`src/data_mem_init.mem`:
```
// preload bytes in address order from 0x00, one hex byte per entry
// each line holds four entries, line n covers 4n .. 4n+3
12 8a 7f 80
01 fe 34 c3
9c 45 e7 2b
60 d1 0f a8
77 b6 3e 91
5a ff 00 e2
23 84 c9 6d
f0 1e 47 bb
08 99 72 de
3a a5 11 cc
6b 82 dd 40
95 27 f3 0c
4e b1 68 8f
2d e4 53 a0
c7 19 7b 86
0a fa 36 d8
81 44 ec 29
b9 63 05 9e
57 c2 1b f6
70 8d 3c e9
14 ab 66 d5
93 2f b4 48
e0 0d 7e a3
31 cf 59 96
85 42 fb 1a
6e b8 27 d4
03 97 4c ea
af 5d 18 c5
62 f9 3b 8e
25 b0 71 dc
49 e6 0b 9a
7c 13 c8 55

```
`src/mem_pkg.sv`:
```
`default_nettype none

package mem_pkg;

	// core data width, rv32i
	localparam int XLEN = 32;

	// one storage byte
	localparam int BYTE_W = 8;

	// byte lanes in one word
	localparam int BYTE_LANES = XLEN / BYTE_W;

	// data memory map runs 0x00000 .. 0x1ffff
	localparam int DMEM_ADDR_BITS = 17;
	localparam int DMEM_BYTES = 2 ** DMEM_ADDR_BITS;

	// hex preload image, one byte per entry
	localparam string DMEM_INIT_FILE = "/design/src/data_mem_init.mem";

	// funct3[2] picks zero extension on lbu / lhu
	localparam int F3_ZEXT_BIT = 2;

	typedef logic [XLEN-1:0] word_t;           // register values, store and load data
	typedef logic [11:0] imm_t;                // raw i/s-type offset
	typedef logic [DMEM_ADDR_BITS-1:0] dmem_addr_t;
	typedef logic [BYTE_W-1:0] byte_t;
	typedef logic [2:0] funct3_t;

	// funct3[1:0] access width
	typedef enum logic [1:0] {
		size_byte = 2'b00,  // lb lbu sb
		size_half = 2'b01,  // lh lhu sh
		size_word = 2'b10,  // lw sw
		size_bad  = 2'b11   // not defined in rv32i
	} access_size_t;

endpackage

`default_nettype wire

```
`src/load_store_unit.sv`:
```
`timescale 1ns/10ps
`default_nettype none

module load_store_unit
	import mem_pkg::*;
(
	input  logic         clk,
	input  logic         rst_n,
	input  logic         mem_read,    // load this cycle
	input  logic         mem_write,   // store this cycle
	input  word_t        base,        // rs1 value
	input  word_t        store_data,  // rs2 value
	input  word_t        rdata,       // raw read from data_mem
	input  imm_t         offset,      // 12 bit, sign extended here
	input  funct3_t      funct3,
	output dmem_addr_t   addr,
	output access_size_t size,
	output logic         zero_ext,
	output logic         write_en,
	output word_t        wdata,
	output word_t        load_data,
	output logic         misaligned,  // same cycle pulse
	output logic         fault        // sticky until reset
);

	word_t offset_ext;   // sign extended offset
	word_t eff_addr;     // full 32 bit effective address
	logic access;        // either strobe high
	logic align_bad;     // size / address pair not allowed

	// address generation
	assign offset_ext = {{(XLEN-12){offset[11]}}, offset};
	assign eff_addr = base + offset_ext;

	// bits above the 17 bit map are dropped
	assign addr = eff_addr[DMEM_ADDR_BITS-1:0];

	// funct3 decode
	assign size = access_size_t'(funct3[1:0]);
	assign zero_ext = funct3[F3_ZEXT_BIT];

	// alignment check on the byte address
	always_comb begin
		case (size)
			size_byte: align_bad = 1'b0;          // any byte is fine
			size_half: align_bad = addr[0];       // must be even
			size_word: align_bad = |addr[1:0];    // multiple of four
			default:   align_bad = 1'b1;          // size_bad always refused
		endcase
	end

	assign access = mem_read | mem_write;

	// only flag when something is actually accessed
	assign misaligned = access & align_bad;

	// refused store writes nothing
	assign write_en = mem_write & ~align_bad;
	assign wdata = store_data;

	// refused load reads as zero
	assign load_data = misaligned ? '0 : rdata;

	// sticky fault, stands in for the trap
	always_ff @(posedge clk or negedge rst_n) begin
		if (!rst_n) begin
			fault <= 1'b0;
		end else if (misaligned) begin
			fault <= 1'b1;  // set on first refused access, held after
		end
	end

endmodule

`default_nettype wire

```
`config.mk`:
```
export PLATFORM = sky130hd
export DESIGN_NAME = load_store_unit
export DESIGN_NICKNAME = d
export VERILOG_FILES = /design/src/mem_pkg.sv /design/src/load_store_unit.sv
export SDC_FILE = /design/constraint.sdc
export NUM_CORES = 1
export LEC_CHECK = 0
export BUFFER_PORTS_ARGS = -buffer_cell sky130_fd_sc_hd__buf_2
export CORE_AREA = 5 5 74 76
export CTS_CLUSTER_DIAMETER = 200
export DETAILED_ROUTE_END_ITERATION = 8
export DIE_AREA = 0 0 79 81
export HOLD_SLACK_MARGIN = 0.03
export PLACE_DENSITY = 0.8
export SLEW_MARGIN = 20
export SYNTH_ARGS = -nofsm -noshare
export SYNTH_HDL_FRONTEND = slang
export SYNTH_SLANG_ARGS = --single-unit
```
`constraint.sdc`:
```
create_clock -name clk -period 2.5 [get_ports clk]
set_clock_uncertainty 0.2 [all_clocks]
set_input_delay 0.125 -clock clk [delete_from_list [all_inputs] [get_ports clk]]
set_output_delay 0.125 -clock clk [all_outputs]
set_load 0.005 [all_outputs]
```
== Word level (Yosys, flattened, before mapping) ==
Cells that the tools add are included.
Widths: inputs -> output; s select.

* Register bits: 1
* Output and inout port bits: 87
* Logic and storage cells: 12
* Input bits: 115

* Multiplexer cells: 2
* Bitwise operators: 4
* Add/sub/neg operators: 1
* Reductions and logical operators: 2
* Eq/ne operators: 2

{| class="wikitable"
|+ Operators with widths
! kind !! count
|-
| $mux 32 || 1
|-
| $add 17x17->17 || 1
|-
| $pmux 1 s3 || 1
|-
| $and 1x1->1 || 2
|-
| $eq 2x1->1 const B || 1
|-
| $eq 2x2->1 const B || 1
|-
| $logic_not 2->1 || 1
|-
| $reduce_or 2->1 || 1
|-
| $not 1->1 || 1
|-
| $or 1x1->1 || 1
|}

== Longest topological paths before layout ==
* Depth in word-level cells: 5
* Gate-level depth with buffers: 7
* Gate-level depth less buffers: 7

== Least setup slack after synthesis ==
Ideal clock, no wire load.

* Path kind: input-to-output
* Start point: in offset[0]
* End point: out addr[14]
* Stages on the path: 7
* Slack: 447 ps
* Arrival time: 1728 ps
* Cells stage by stage: ha_1 fa_1 a211oi_2 o21ai_1 a221o_1 a21oi_2 xnor2_1

* Cells in the longest elaborated chain, start to end: 1

{| class="wikitable"
|+ RTL lines
! item !! RTL line !! text
|-
| start, declared || load_store_unit.sv:14 || <nowiki>input imm_t offset,</nowiki>
|-
| $add 17x17->17 || load_store_unit.sv:33 || <nowiki>assign eff_addr = base + offset_ext;</nowiki>
|-
| end, declared || load_store_unit.sv:16 || <nowiki>output dmem_addr_t addr,</nowiki>
|}

No other way between the ends.

== Worst setup path in the final report ==
Same ends and word-level chain as after synthesis.

==> results.toml <==
[placed_design]
gp_congestion = 0.883
dp_cells = 314
place_area_sq_um = 1710
port_buffers = 120
hpwlAfterDp_um = 4020

[finish]
fillerInstances = 493
stdcell_count = 315
drive_gt1_share_pct = 49.4
antenna_cells = 0
multiInputGateArea_sq_um = 985
top_regs = "fault: 1 flops"
regMostFlops = "fault"
final_cell_area_sq_um = 1720
largest_reg_flops = 1
nNetsFinal = 395
syn_to_final_growth_pct = 32.3
register_area_sq_um = 25.0

[min_path]
holdPathStages = 0
worstHoldEndpoint = "wdata[11]"
hold_class = "in -> out"
min_from = "store_data[11]"

[flow_run]
drv_cap = 0

[logic_synthesis]
synth_edf_count = 0
synth_top_area_share_pct = 20.3
synth.yosys.warnings = 0
synth_area_leaders = "buf_4, nor2b_1, ha_1, xnor2_1, xor2_1"
syn-num-nets = 309
synthArstFlopShare_pct = 100
yosysSeqAreaShare_pct = 1.93
synth_area_leader_cell = "buf_4"
synth.avg_cell_area_sq_um = 7.32
netlist_instances = 177
synth_flop_cell = "dfrtp_1"
ys_ff_latch = 1
ys_types = 32
syn_area_sq_um = 1300

[detailed_routing]
routed-via-count = 1511
dr.pass1.iters = 4
drc_errors = 0
dr.first_iter.drc_count = 55
viasPerCell = 4.80
wire_per_inst_um = 14.1
drt-total-wl_um = 4430
ant_nets = 0

[die]
dieHeight_um = 81
start_util_pct = 27.8
fp.dieW_um = 79
ios = 202
core_area_sq_um = 4660
die-area_sq_um = 6400
rows = 25

[run_status]
outcome = "finished, final reports clean"

[critical_path]
path_class = "in -> out"
reg2reg_depth = 1
critPathRequiredTime_ns = 2.17
reg2reg_from = "fault"
rr_endpoint = "fault"
r2r_slack_ns = 1.54
crit_path_end_kind = "primary output"
critPathMaxFanout = 3
crit_arrival_ns = 2.05
cp-start-kind = "input pin"

[global_routing]
grtUsageTotal_pct = 12.3
grt_pass1_vias = 1525
grt_first_pass_wirelength_um = 6710
grt_max_degree = 35
grt.overflow.total = 0
antenna_found_initial = 0

[sta]
slew_headroom_pct = 80.5
fin_crit_sh_pct = 95.2
timing.final.crit_period_ns = 2.38
setup_viol = 0
worstMarginPinSlew_ns = 0.291
hold_violations = 0
slew_viol_final = 0
fin_tns_setup_ns = 0
max_freq_mhz = 420
rsz0062_at_grt = "no"

[power]
p_leak_nw = 0.919
p_per_area_nw_per_um2 = 266
ir_worst_vdd_v = 0.0000912

[clock_network]
clk_latency_ns = 0
cts_resized = 0
cts_setup_buffers = 0
## logic make-up (layout without fill, tap and decap cells)
family | after synthesis | count (layout) | synth area share (%)
flops | 1 | 1 | 1.93
compound gates | 42 | 42 | 21.4
simple gates | 62 | 62 | 26.7
xor+xnor | 16 | 16 | 10.8
buf+inv | 39 | 123 | 22.1
fa+ha+maj | 17 | 17 | 17.0
## cell usage after synthesis (all sizes together), types with 2 or more instances
library cell and instances:
nor2 5, buf 37, clkbuf 2, nand2 11, a211oi 6, a21o 3
o21ai 11, nor2b 33, nor3 2, a21oi 14, xnor2 8, xor2 8
ha 16, o211ai 4, nand3 4, nand4 3
## worst max path at each step
stage | start | endpoint | slack, ns | cells after the start
6_report | offset[0] | addr[14] | 0.12 | 9
5_1_grt | offset[0] | addr[14] | 0.02 | 9
4_1_cts | offset[0] | addr[14] | 0.06 | 9
3_5_place_dp | offset[0] | addr[14] | 0.07 | 9
3_3_place_gp | offset[0] | addr[14] | 0.14 | 9
2_1_floorplan | offset[0] | addr[14] | 0.45 | 7
## stage by stage
step | worst slack (ns) | total power, mW | util (%) | hold WS [ns]
2_1_floorplan | 0.447 | 0.303 | - | -0.371
3_3_place_gp | 0.139 | 0.453 | 36.6 | -0.301
3_5_place_dp | 0.0684 | 0.459 | 36.6 | -0.300
4_1_cts | 0.0604 | 0.462 | 36.8 | 0.0500
5_1_grt | 0.0195 | 0.513 | 36.8 | 0.0500
6_report | 0.121 | 0.457 | 36.8 | 0.0500
## power breakdown
part / switching, mW / leakage (nW) / internal (mW)
logic: 0.219 / 0.910 / 0.222
clock network: 0 / 0 / 0
registers: 0.000000000100 / 0.00875 / 0.0165
## cell usage in the layout, fill, tap and decap left out, drive strengths merged, types with 2 or more instances in the layout
cell type    n
nor2         5
a21oi       14
xnor2        8
nand2       11
o21ai       11
buf        122
o211ai       4
a211oi       6
nand3        4
xor2         8
a21o         3
ha          16
nor2b       33
nor3         2
nand4        3
## per-layer routing
metal	vias up	track usage (%)	part of all wire [%]
met4	0	2.06	0.99
met5	-	0	0
met2	76	21.8	50
li1	757	-	-
met3	8	3.22	8.9
met1	670	15.0	40
## layout make-up
type	count	area share, %
well taps	54	3.94
multi-input cells	137	57.4
flip-flops and latches	1	1.46
repair buffers	123	37.2
## what timing repair did
| action | CTS | global route |
|---|---|---|
| endpoints found under the hold margin | 1 | 0 |
| endpoints found under the setup margin | 0 | 1 |
| hold buffers | 1 | 0 |
## critical path, stage by stage
cell and delay (ns):
buf_2 0.10, ha_1 0.24, fa_1 0.42, a211oi_2 0.26, o21ai_1 0.13, a221o_1 0.35
a21oi_2 0.15, xnor2_1 0.13, buf_2 0.14
(Power assumes the default switching activity.)
